$ cat src/include/mem_unit_defines.svh
// Address map and clock constants of the memory-mapped I/O unit
// Include wherever a register address or a clock divisor default is needed
`ifndef MEM_UNIT_DEFINES_SVH
`define MEM_UNIT_DEFINES_SVH

// ===========================================================================
// Address map, in CPU words
// ===========================================================================
`define IO_BASE             (32'h7000000)  // Start of the I/O window

`define ADDR_UART_TX        (32'h00)
`define ADDR_TIMER_VALUE    (32'h02)       // Reload value in microseconds
`define ADDR_TIMER_START    (32'h03)
`define ADDR_SPI_DATA       (32'h08)
`define ADDR_SPI_CS         (32'h09)
`define ADDR_BOOT_MODE      (32'h19)
`define ADDR_MICROS         (32'h1A)

// ===========================================================================
// Clock divisors
// ===========================================================================
`define UART_CLKS_PER_BIT       8      // Short bit time for simulation
`define SPI_CLKS_PER_HALF_BIT   2
`define CLKS_PER_US             10

`endif

$ cat src/logic/mem_unit_pkg.sv
// Shared types of the I/O unit
// Modules import it inside their body and use scoped names in port lists

package mem_unit_pkg;

    typedef logic [31:0] word_t;     // CPU data and read data
    typedef logic [7:0]  byte_t;     // UART or SPI byte
    typedef logic [31:0] io_addr_t;  // CPU word address

    // One request at a time through the bus FSM
    typedef enum logic [2:0] {
        IDLE,
        RETURN_ZERO,    // Unmapped address or write-only register
        WAIT_UART,
        WAIT_SPI,
        READ_CS,
        READ_BOOT,
        READ_MICROS
    } bus_state_e;

endpackage

$ cat src/logic/io_bus_fsm.sv
// Address decoder and request FSM between the CPU and the peripherals
// Accepts one start pulse in IDLE and answers with a one-cycle done and q
`timescale 1ns/1ps
`include "mem_unit_defines.svh"

module io_bus_fsm (
    input  logic                   clk,
    input  logic                   reset,
    input  logic                   start,
    input  mem_unit_pkg::io_addr_t addr,
    input  mem_unit_pkg::word_t    data,
    input  logic                   we,
    input  logic                   boot_mode,
    input  mem_unit_pkg::word_t    micros,
    input  logic                   tx_done,
    input  logic                   spi_done,
    input  mem_unit_pkg::byte_t    spi_rx_byte,
    output mem_unit_pkg::word_t    q,
    output logic                   done,
    output logic                   tx_start,
    output mem_unit_pkg::byte_t    tx_byte,
    output logic                   spi_start,
    output mem_unit_pkg::byte_t    spi_tx_byte,
    output logic                   spi_cs,
    output logic                   timer_set,
    output mem_unit_pkg::word_t    timer_value,
    output logic                   timer_trigger
);

    import mem_unit_pkg::*;

    bus_state_e state;
    logic       spi_wait;   // SPI data write still in flight

    always_ff @(posedge clk)
    begin
        if (reset)
        begin
            state         <= IDLE;
            q             <= '0;
            done          <= 1'b0;
            tx_start      <= 1'b0;
            spi_start     <= 1'b0;
            spi_cs        <= 1'b1;   // Deselected
            spi_wait      <= 1'b0;
            timer_set     <= 1'b0;
            timer_trigger <= 1'b0;
        end
        else
        begin
            // Pulses and q default low
            q             <= '0;
            done          <= 1'b0;
            tx_start      <= 1'b0;
            spi_start     <= 1'b0;
            timer_set     <= 1'b0;
            timer_trigger <= 1'b0;

            case (state)
                // ===========================================================
                // Decode and launch
                // ===========================================================
                IDLE:
                begin
                    if (start)
                    begin
                        case (addr)
                            `IO_BASE + `ADDR_UART_TX:
                            begin
                                tx_byte  <= data[7:0];
                                tx_start <= 1'b1;
                                state    <= WAIT_UART;
                            end
                            `IO_BASE + `ADDR_TIMER_VALUE:
                            begin
                                timer_value <= data;
                                timer_set   <= 1'b1;
                                state       <= RETURN_ZERO;
                            end
                            `IO_BASE + `ADDR_TIMER_START:
                            begin
                                timer_trigger <= 1'b1;
                                state         <= RETURN_ZERO;
                            end
                            `IO_BASE + `ADDR_SPI_DATA:
                            begin
                                if (we)
                                begin
                                    spi_tx_byte <= data[7:0];
                                    spi_start   <= 1'b1;
                                end
                                spi_wait <= we;   // A read returns the last byte
                                state    <= WAIT_SPI;
                            end
                            `IO_BASE + `ADDR_SPI_CS:
                            begin
                                if (we)
                                    spi_cs <= data[0];
                                state <= READ_CS;
                            end
                            `IO_BASE + `ADDR_BOOT_MODE:
                                state <= READ_BOOT;
                            `IO_BASE + `ADDR_MICROS:
                                state <= READ_MICROS;
                            default:
                                state <= RETURN_ZERO;   // Nothing behind this address
                        endcase
                    end
                end

                // ===========================================================
                // Reply
                // ===========================================================
                WAIT_UART:
                begin
                    if (tx_done)
                    begin
                        done  <= 1'b1;
                        state <= IDLE;
                    end
                end

                WAIT_SPI:
                begin
                    if (!spi_wait || spi_done)
                    begin
                        done     <= 1'b1;
                        q        <= {24'd0, spi_rx_byte};
                        spi_wait <= 1'b0;
                        state    <= IDLE;
                    end
                end

                READ_CS:
                begin
                    done  <= 1'b1;
                    q     <= {31'd0, spi_cs};
                    state <= IDLE;
                end

                READ_BOOT:
                begin
                    done  <= 1'b1;
                    q     <= {31'd0, boot_mode};
                    state <= IDLE;
                end

                READ_MICROS:
                begin
                    done  <= 1'b1;
                    q     <= micros;
                    state <= IDLE;
                end

                RETURN_ZERO:
                begin
                    done  <= 1'b1;
                    state <= IDLE;
                end

                default:
                    state <= IDLE;
            endcase
        end
    end

    a_done_single: assert property (@(posedge clk) disable iff (reset) done |=> !done)
        else $error("done high on two consecutive cycles");

    // Chip select must hold across a whole SPI byte
    a_cs_stable: assert property (@(posedge clk) disable iff (reset)
        (state == WAIT_SPI) |-> $stable(spi_cs))
        else $error("spi_cs changed during an SPI transfer");

endmodule

$ cat src/logic/memory_unit.sv
// Top level of the I/O unit with the bus FSM and its peripherals
// CPU side is a start/done handshake, one request outstanding at a time
`timescale 1ns/1ps

module memory_unit (
    input  logic                   clk,
    input  logic                   reset,

    // CPU side
    input  logic                   start,
    input  mem_unit_pkg::io_addr_t addr,
    input  mem_unit_pkg::word_t    data,
    input  logic                   we,
    output mem_unit_pkg::word_t    q,
    output logic                   done,

    // Peripheral pins
    input  logic                   boot_mode,
    output logic                   uart_tx,
    output logic                   timer_int,
    output logic                   spi_clk,
    output logic                   spi_cs,
    output logic                   spi_mosi,
    input  logic                   spi_miso
);

    import mem_unit_pkg::*;

    logic  tx_start, tx_done;
    byte_t tx_byte;
    logic  spi_start, spi_done;
    byte_t spi_tx_byte, spi_rx_byte;
    logic  timer_set, timer_trigger;
    word_t timer_value;
    logic  us_tick;
    word_t micros;

    io_bus_fsm bus0 (
        .clk           (clk),
        .reset         (reset),
        .start         (start),
        .addr          (addr),
        .data          (data),
        .we            (we),
        .boot_mode     (boot_mode),
        .micros        (micros),
        .tx_done       (tx_done),
        .spi_done      (spi_done),
        .spi_rx_byte   (spi_rx_byte),
        .q             (q),
        .done          (done),
        .tx_start      (tx_start),
        .tx_byte       (tx_byte),
        .spi_start     (spi_start),
        .spi_tx_byte   (spi_tx_byte),
        .spi_cs        (spi_cs),
        .timer_set     (timer_set),
        .timer_value   (timer_value),
        .timer_trigger (timer_trigger)
    );

    uart_tx uart0 (
        .clk      (clk),
        .reset    (reset),
        .tx_start (tx_start),
        .tx_byte  (tx_byte),
        .tx_done  (tx_done),
        .uart_tx  (uart_tx)
    );

    spi_master spi0 (
        .clk         (clk),
        .reset       (reset),
        .spi_start   (spi_start),
        .spi_tx_byte (spi_tx_byte),
        .spi_miso    (spi_miso),
        .spi_done    (spi_done),
        .spi_rx_byte (spi_rx_byte),
        .spi_clk     (spi_clk),
        .spi_mosi    (spi_mosi)
    );

    os_timer timer0 (
        .clk           (clk),
        .reset         (reset),
        .us_tick       (us_tick),
        .timer_set     (timer_set),
        .timer_value   (timer_value),
        .timer_trigger (timer_trigger),
        .timer_int     (timer_int)
    );

    micros_counter micros0 (
        .clk     (clk),
        .reset   (reset),
        .us_tick (us_tick),
        .micros  (micros)
    );

endmodule

$ cat src/logic/micros_counter.sv
// Microsecond time base with a prescaler tick and a free-running 32-bit count
// The count wraps at 2^32
`timescale 1ns/1ps
`include "mem_unit_defines.svh"

module micros_counter #(
    parameter int CLKS_PER_US = `CLKS_PER_US
) (
    input  logic                clk,
    input  logic                reset,
    output logic                us_tick,
    output mem_unit_pkg::word_t micros
);

    logic [$clog2(CLKS_PER_US + 1)-1:0] prescale;

    always_ff @(posedge clk)
    begin
        if (reset)
        begin
            prescale <= '0;
            us_tick  <= 1'b0;
            micros   <= '0;
        end
        else if (prescale == CLKS_PER_US - 1)
        begin
            prescale <= '0;
            us_tick  <= 1'b1;
            micros   <= micros + 1'b1;
        end
        else
        begin
            prescale <= prescale + 1'b1;
            us_tick  <= 1'b0;
        end
    end

endmodule

$ cat src/logic/os_timer.sv
// One-shot countdown timer in microsecond ticks
// timer_set loads the reload value, timer_trigger starts a countdown from it
`timescale 1ns/1ps

module os_timer (
    input  logic                clk,
    input  logic                reset,
    input  logic                us_tick,
    input  logic                timer_set,
    input  mem_unit_pkg::word_t timer_value,
    input  logic                timer_trigger,
    output logic                timer_int
);

    import mem_unit_pkg::*;

    word_t reload;
    word_t count;
    logic  running;

    always_ff @(posedge clk)
    begin
        if (reset)
        begin
            reload    <= '0;
            running   <= 1'b0;
            timer_int <= 1'b0;
        end
        else
        begin
            timer_int <= 1'b0;
            if (timer_set)
                reload <= timer_value;

            if (timer_trigger)
            begin
                count   <= reload;    // Restarts a running countdown too
                running <= 1'b1;
            end
            else if (running && us_tick)
            begin
                if (count == '0)
                begin
                    timer_int <= 1'b1;
                    running   <= 1'b0;
                end
                else
                    count <= count - 1'b1;
            end
        end
    end

endmodule

$ cat src/logic/spi_master.sv
// Mode 0 SPI byte shifter, MSB first, eight clocks per transfer
// One spi_start pulse runs one byte; the received byte holds until the next one
`timescale 1ns/1ps
`include "mem_unit_defines.svh"

module spi_master #(
    parameter int CLKS_PER_HALF_BIT = `SPI_CLKS_PER_HALF_BIT
) (
    input  logic                clk,
    input  logic                reset,
    input  logic                spi_start,
    input  mem_unit_pkg::byte_t spi_tx_byte,
    input  logic                spi_miso,
    output logic                spi_done,
    output mem_unit_pkg::byte_t spi_rx_byte,
    output logic                spi_clk,
    output logic                spi_mosi
);

    import mem_unit_pkg::*;

    logic                                       busy;
    logic [$clog2(CLKS_PER_HALF_BIT + 1)-1:0]   half_cnt;
    logic [4:0]                                 edge_cnt;  // 16 edges per byte
    byte_t                                      tx_shift;
    byte_t                                      rx_shift;

    always_ff @(posedge clk)
    begin
        if (reset)
        begin
            busy        <= 1'b0;
            spi_done    <= 1'b0;
            spi_clk     <= 1'b0;
            spi_mosi    <= 1'b0;
            spi_rx_byte <= '0;
            half_cnt    <= '0;
            edge_cnt    <= '0;
        end
        else
        begin
            spi_done <= 1'b0;
            if (!busy)
            begin
                if (spi_start)
                begin
                    busy     <= 1'b1;
                    spi_mosi <= spi_tx_byte[7];   // Set up before first rising edge
                    tx_shift <= {spi_tx_byte[6:0], 1'b0};
                    half_cnt <= '0;
                    edge_cnt <= '0;
                end
            end
            else if (half_cnt == CLKS_PER_HALF_BIT - 1)
            begin
                half_cnt <= '0;
                edge_cnt <= edge_cnt + 5'd1;
                spi_clk  <= ~spi_clk;
                if (!spi_clk)
                begin
                    rx_shift <= {rx_shift[6:0], spi_miso};  // Rising edge sample
                end
                else if (edge_cnt == 5'd15)
                begin
                    // Last falling edge
                    busy        <= 1'b0;
                    spi_done    <= 1'b1;
                    spi_rx_byte <= rx_shift;
                end
                else
                begin
                    spi_mosi <= tx_shift[7];
                    tx_shift <= {tx_shift[6:0], 1'b0};
                end
            end
            else
            begin
                half_cnt <= half_cnt + 1'b1;
            end
        end
    end

    a_clk_idle_low: assert property (@(posedge clk) disable iff (reset) !busy |-> !spi_clk)
        else $error("spi_clk high while master idle");

endmodule

$ cat src/logic/uart_tx.sv
// 8N1 serial transmitter, one byte per tx_start pulse
// tx_done pulses once the stop bit has been on the line for a full bit time
`timescale 1ns/1ps
`include "mem_unit_defines.svh"

module uart_tx #(
    parameter int CLKS_PER_BIT = `UART_CLKS_PER_BIT
) (
    input  logic                clk,
    input  logic                reset,
    input  logic                tx_start,
    input  mem_unit_pkg::byte_t tx_byte,
    output logic                tx_done,
    output logic                uart_tx
);

    logic                                  busy;
    logic [8:0]                            shifter;   // Stop bit above the data
    logic [3:0]                            bit_cnt;   // Bits already on the line
    logic [$clog2(CLKS_PER_BIT + 1)-1:0]   clk_cnt;

    always_ff @(posedge clk)
    begin
        if (reset)
        begin
            busy    <= 1'b0;
            tx_done <= 1'b0;
            uart_tx <= 1'b1;
            bit_cnt <= '0;
            clk_cnt <= '0;
        end
        else
        begin
            tx_done <= 1'b0;
            if (!busy)
            begin
                if (tx_start)
                begin
                    busy    <= 1'b1;
                    shifter <= {1'b1, tx_byte};
                    uart_tx <= 1'b0;              // Start bit
                    bit_cnt <= '0;
                    clk_cnt <= '0;
                end
            end
            else if (clk_cnt == CLKS_PER_BIT - 1)
            begin
                clk_cnt <= '0;
                if (bit_cnt == 4'd9)
                begin
                    // End of stop bit, line already high
                    busy    <= 1'b0;
                    tx_done <= 1'b1;
                end
                else
                begin
                    uart_tx <= shifter[0];        // LSB first
                    shifter <= {1'b1, shifter[8:1]};
                    bit_cnt <= bit_cnt + 4'd1;
                end
            end
            else
            begin
                clk_cnt <= clk_cnt + 1'b1;
            end
        end
    end

    a_line_idle_high: assert property (@(posedge clk) disable iff (reset) !busy |-> uart_tx)
        else $error("uart_tx low while transmitter idle");

endmodule

$ cat config.mk
export PLATFORM = sky130hd
export DESIGN_NAME = memory_unit
export DESIGN_NICKNAME = d
export VERILOG_FILES = /design/src/logic/mem_unit_pkg.sv /design/src/logic/io_bus_fsm.sv /design/src/logic/memory_unit.sv /design/src/logic/micros_counter.sv /design/src/logic/os_timer.sv /design/src/logic/spi_master.sv /design/src/logic/uart_tx.sv
export VERILOG_INCLUDE_DIRS = /design/src /design/src/include
export SDC_FILE = /design/constraint.sdc
export NUM_CORES = 1
export LEC_CHECK = 0
export BUFFER_PORTS_ARGS = -buffer_cell sky130_fd_sc_hd__buf_2
export CORE_UTILIZATION = 53
export CTS_CLUSTER_SIZE = 25
export DETAILED_ROUTE_END_ITERATION = 8
export GPL_TIMING_DRIVEN = 0
export PLACE_DENSITY = 0.8
export REMOVE_ABC_BUFFERS = 1
export SLEW_MARGIN = 20
export SYNTH_ARGS = -nofsm -noshare
export SYNTH_HDL_FRONTEND = slang
export SYNTH_SLANG_ARGS = --single-unit
$ cat constraint.sdc
create_clock -name clk -period 4.8 [get_ports clk]
set_input_delay 0.48 -clock clk [delete_from_list [all_inputs] [get_ports clk]]
set_output_delay 0.48 -clock clk [all_outputs]
set_load 0.05 [all_outputs]
# == After elaboration in Yosys (flattened, before gate mapping) ==
# Cells that the tools add are included.
# totals
in_bits,70
out_inout_bits,38
ff_bits,248
wordCells,179
mem_bits_rw,0
memories,0
romBits,0
latchBits,0
# op_classes
mux,67
n_mul,0
n_div,0
n_lt_le_gt_ge,0
n_addsub,7
shifts,0
reduce_logical,33
n_bitwise,10
n_eq_ne,28
# ops
operator,count
$eq A32 B27 Y1 const B,7
$pmux W32 S4,1
$mux W32,3
$mux W8,6
$mux W9,4
$mux W1,34
$add A32 B1 Y32 const B,1
$logic_not A32 Y1,1
$reduce_and A4 Y1,8
$sub A32 B1 Y32 const B,1
$mux W4,6
$mux W5,3
$pmux W3 S5,1
$ne A2 B2 Y1 const B,7
$add A4 B1 Y4 const B,3
$reduce_or A4 Y1,3
$not A1 Y1,10
$reduce_and A5 Y1,2
$reduce_bool A2 Y1,5
$eq A3 B3 Y1 const B,3
$mux W3,3
$pmux W3 S3,1
$reduce_and A3 Y1,3
$reduce_or A3 Y1,3
18 further kinds,26

# == Logic depth before layout (Yosys ltp) ==
# logic_depth
ltp_word,5
ltp_mapped,9

# == Cells and area by module ==
# A second synthesis with hierarchy kept.
# hier_totals
hier_cells,907
hier_area_um2,10224.8
# by_module_without_submodules
module,area_each_um2,instances,cells_per_inst
os_timer,3241.9,1,328
io_bus_fsm,3002.9,1,203
micros_counter,1789.2,1,203
spi_master,1297.5,1,96
uart_tx,893.4,1,77

# == Worst setup path after synthesis ==
# OpenSTA, ideal clock, no wires.
# synth_timing
kind,in2reg
from,in addr[2]
to,"reg bus0.timer_value[0], enable pin"
setup_ns,0.461
slack_ns,0.507
path_buffers,0
stages,4
required_time_ns,4.339
arrival_time_ns,3.831
path_cell_list,nor4b_1 nand4_1 or4_1 nor3_1
# synth_between
elab_chain_cells,2
# synth_rtl
element,line_no,source
"start, declared",memory_unit.sv:11,"input mem_unit_pkg::io_addr_t addr,"
$eq A32 B27 Y1,io_bus_fsm.sv:67,case (addr)
$reduce_and A4 Y1 (no line),--,
"end signal, assigned",io_bus_fsm.sv:76,timer_value <= data;
"end, declared",io_bus_fsm.sv:26,"output mem_unit_pkg::word_t timer_value,"
# Every way passes these cells.
# A chain may end at the register's enable or synchronous reset.

# == Worst setup path in the final report ==
# layout_timing
from,reg bus0.state[0]
to,"reg bus0.timer_value[29], enable pin"
# layout_between
elab_chain_cells,2
# layout_rtl
element,line_no,source
"start, declared",io_bus_fsm.sv:32,bus_state_e state;
"start signal, assigned",io_bus_fsm.sv:39,state <= IDLE;
"start signal, assigned",io_bus_fsm.sv:72,state <= WAIT_UART;
"start signal, assigned",io_bus_fsm.sv:78,state <= RETURN_ZERO;
$logic_not A3 Y1,io_bus_fsm.sv:59,case (state)
$reduce_and A4 Y1 (no line),--,
# Every way passes these cells.

==> results.txt <==
Ant. Diodes - 0
Met2 Track Usage GR - 33.8%
Die height - 139 um
Post-synthesis sequential area ratio - 59.7%
Min-Delay Endpoint - bus0.timer_value[8]
Worst Path Required - 5.02 ns
Antenna-violating nets left - 0
Pwr/cell area - 367 mW/mm^2
Residual DRC - 6
Count leader, synth - dfxtp_1
Die area - 0.0194 mm^2
H-tree levels - 1
Global route hottest layer - met2
Via count - 7055
Worst rel slew slack - 36.5%
Worst path max stage delay - 0.60 ns
Std cell rows - 49
Worst EP arrival - 3.16 ns
CP max FO - 10
Post-Synth XOR/XNOR Area - 2.11%
Synth area leader - edfxtp_1
Slowest-stage cell, CP - nor3_2
Synth unique cells - 56
CTS Hold Bufs - 0
Reg2Reg Depth - 6
Synth Area in Simple Gates - 19.6%
Antenna violations before repair - 0
Kind of critical path - register to register
Outcome - finished with violations
Synth top area cells - edfxtp_1, dfxtp_1, nor2_1, mux2i_1, mux2_2
I/O pin total - 108
DR WL/cell - 15.6 um
Clock Latency Late Sink - 0.52 ns
Ys async rst share - 0%
Mux contribution to synthesized area - 5.96%
Reg2reg end - bus0.timer_value[29]
Post_cts resized - 0
Min Clock Period, post-route - 2.94 ns
Detailed Place HPWL - 12.7 mm
Worst path most repeated cell - buf_4
Avg Cell Area, Syn - 11.2 um^2
Chip Width - 139 um
Clock tree sinks - 246
Final Cycle Share - 61.3%
Final setup vio count - 0
Register-to-register setup slack - 1.86 ns
Global placement routability congestion - 0.815
TNS Setup - 0 ns
Total power - 4270 uW
GR Util All Layers - 20.4%
Post-synth EDFFs - 103
IO buf count - 107
Cells after Synth - 894
Critical path endpoint category - register
Max Fclk - 340 MHz
First-pass GRT wire length - 32.7 mm
Post-synthesis adder-cell area fraction - 1.13%
Avg Vias per Cell - 5.69
Worst Max-Slew Pin Slew - 0.946 ns
Maximum vdd drop - 0.209 mV
Clk slew on worst S/H paths - 0.06 ns
Synth Warn # - 0
Layout cells sized above 1 - 19.6%
Worst min path class - primary input to register
RSZ-0062 raised after global routing - false
Initial Util - 54.7%
Gr ovfl total - 0
Crit-path cells - nor4b_2 > nand2b_1 > or4_1 > nor3_2 > buf_4 > buf_4
Fin. Hold Viols - 0
Met1 Track Usage GR - 27.4%
Root Buffer - clkbuf_16
Most used DFF post-synth - dfxtp_1
Largest net degree at the start of global routing - 104
Core area - 0.0182 mm^2
Grt met3 use - 3.94%
Final nets - 1070
Mapped cell area - 0.00997 mm^2
CTS Buf Count - 26
Clk_skew - 0.0104 ns
FF-to-FF Start - bus0.state[0]
Fill count - 1426
Final WL - 19.3 mm
DR pass1 iterations - 9
Layout area overhead - 16.7%
Crit start category - register
Synth top cells by count - dfxtp_1, nor2_1, edfxtp_1
Violated checks - DRC
Synth top area share - 31.0%
Post-CTS Repair Setup Buffers - 0
DRT iter0 DRCs - 490
Hold wc startpoint - data[8]
CTS tree - yes
Register bit total from synthesis - 246
Max-Cap Viols - 0
Worst hold path depth - 1
Longest Clk Path Bufs - 3
Max Slew Vio Count - 0
Vias in the first global route - 6760
Combinational family with the most area after synthesis - simple AND/OR/NAND/NOR gates
Static Leakage - 0.00408 uW
Synth Area in Compound Gates - 8.87%
critical path: cells and delay by family, from the launching register on:
kind                   cells  cell delay (ns)
AND/OR/NAND/NOR            4             1.70
buffers and inverters      2             0.53
flip-flops                 1             0.40
routing by layer:
metal	routed length, um	vias to the layer above
met5	0	-
met4	412	0
met3	901	38
met2	8970	186
met1	9060	3334
li1	-	3497
where the power goes:
part / internal, uW / switching, uW
Sequential: 2170 / 3.56
Clock: 1230 / 794
Combinational: 32.3 / 40.8
Total: 3440 / 838
cell usage in the layout, fill, tap and decap left out, types with 23 or more instances in the layout:
cell,Yosys,final
dfxtp_1,143,141
nor2_1,109,109
buf_2,3,107
edfxtp_1,103,103
a21oi_1,38,38
mux2i_1,38,38
nand2_1,34,34
clkbuf_16,0,28
o21ai_0,26,26
nand3_1,25,25
and2_1,25,25
or4_1,23,23
logic make-up (layout without fill, tap and decap cells):
group,Yosys count,count (layout)
and+or+nand+nor,356,356
DFF,246,246
AOI/OAI and AO/OA,138,138
buffers and inverters,64,181
muxes,57,57
xor gates and xnor gates,24,24
adders and majority gates,9,9
flip-flops by register name, summed over array words and instances, names as in the netlist, 7 cells and up:
name / flops
spi0.spi_rx_byte: 8
timer0.reload: 32
uart0.shifter: 8
spi0.rx_shift: 8
bus0.tx_byte: 8
timer0.count: 32
bus0.spi_tx_byte: 8
bus0.timer_value: 32
spi0.tx_shift: 7
bus0.q: 32
micros0.micros: 32
cell type report:
type	count	area, um^2	share of cell area [%]
multi-input cells	584	3780	32.5
clock buffers	38	778	6.69
repair buffers	116	654	5.63
flip-flops and latches	246	5960	51.2
well taps	229	287	2.46
clock inverters	10	105	0.904
inverters	17	63.8	0.549
worst max-delay path by stage:
stage	from	end	slack, ns	depth (start not counted)
after global routing	bus0.state[0]	bus0.timer_value[29]	1.62	6
after global placement	reset	bus0.timer_value[16]	-1.51	3
after CTS	bus0.timer_trigger	timer0.count[17]	1.63	3
after detailed placement	addr[2]	bus0.timer_value[29]	1.36	7
final	bus0.state[0]	bus0.timer_value[29]	1.86	6
after floorplan	addr[2]	bus0.timer_value[0]	0.51	4
per-stage QoR:
stage / utilization [%] / cell area [um^2] / worst slack (ns) / hold slack, ns / std cells
final: 63.9 / 11600 / 1.86 / 0.133 / 1240
after global placement: 58.2 / 10600 / -1.51 / 0.428 / 1183
after detailed placement: 59.0 / 10700 / 1.36 / 0.444 / 1192
after floorplan: - / 9780 / 0.507 / 0.418 / 847
after CTS: 63.9 / 11600 / 1.63 / 0.115 / 1240
after global routing: 63.9 / 11600 / 1.62 / 0.112 / 1240
No activity file was read; power rests on OpenSTA's default activity.
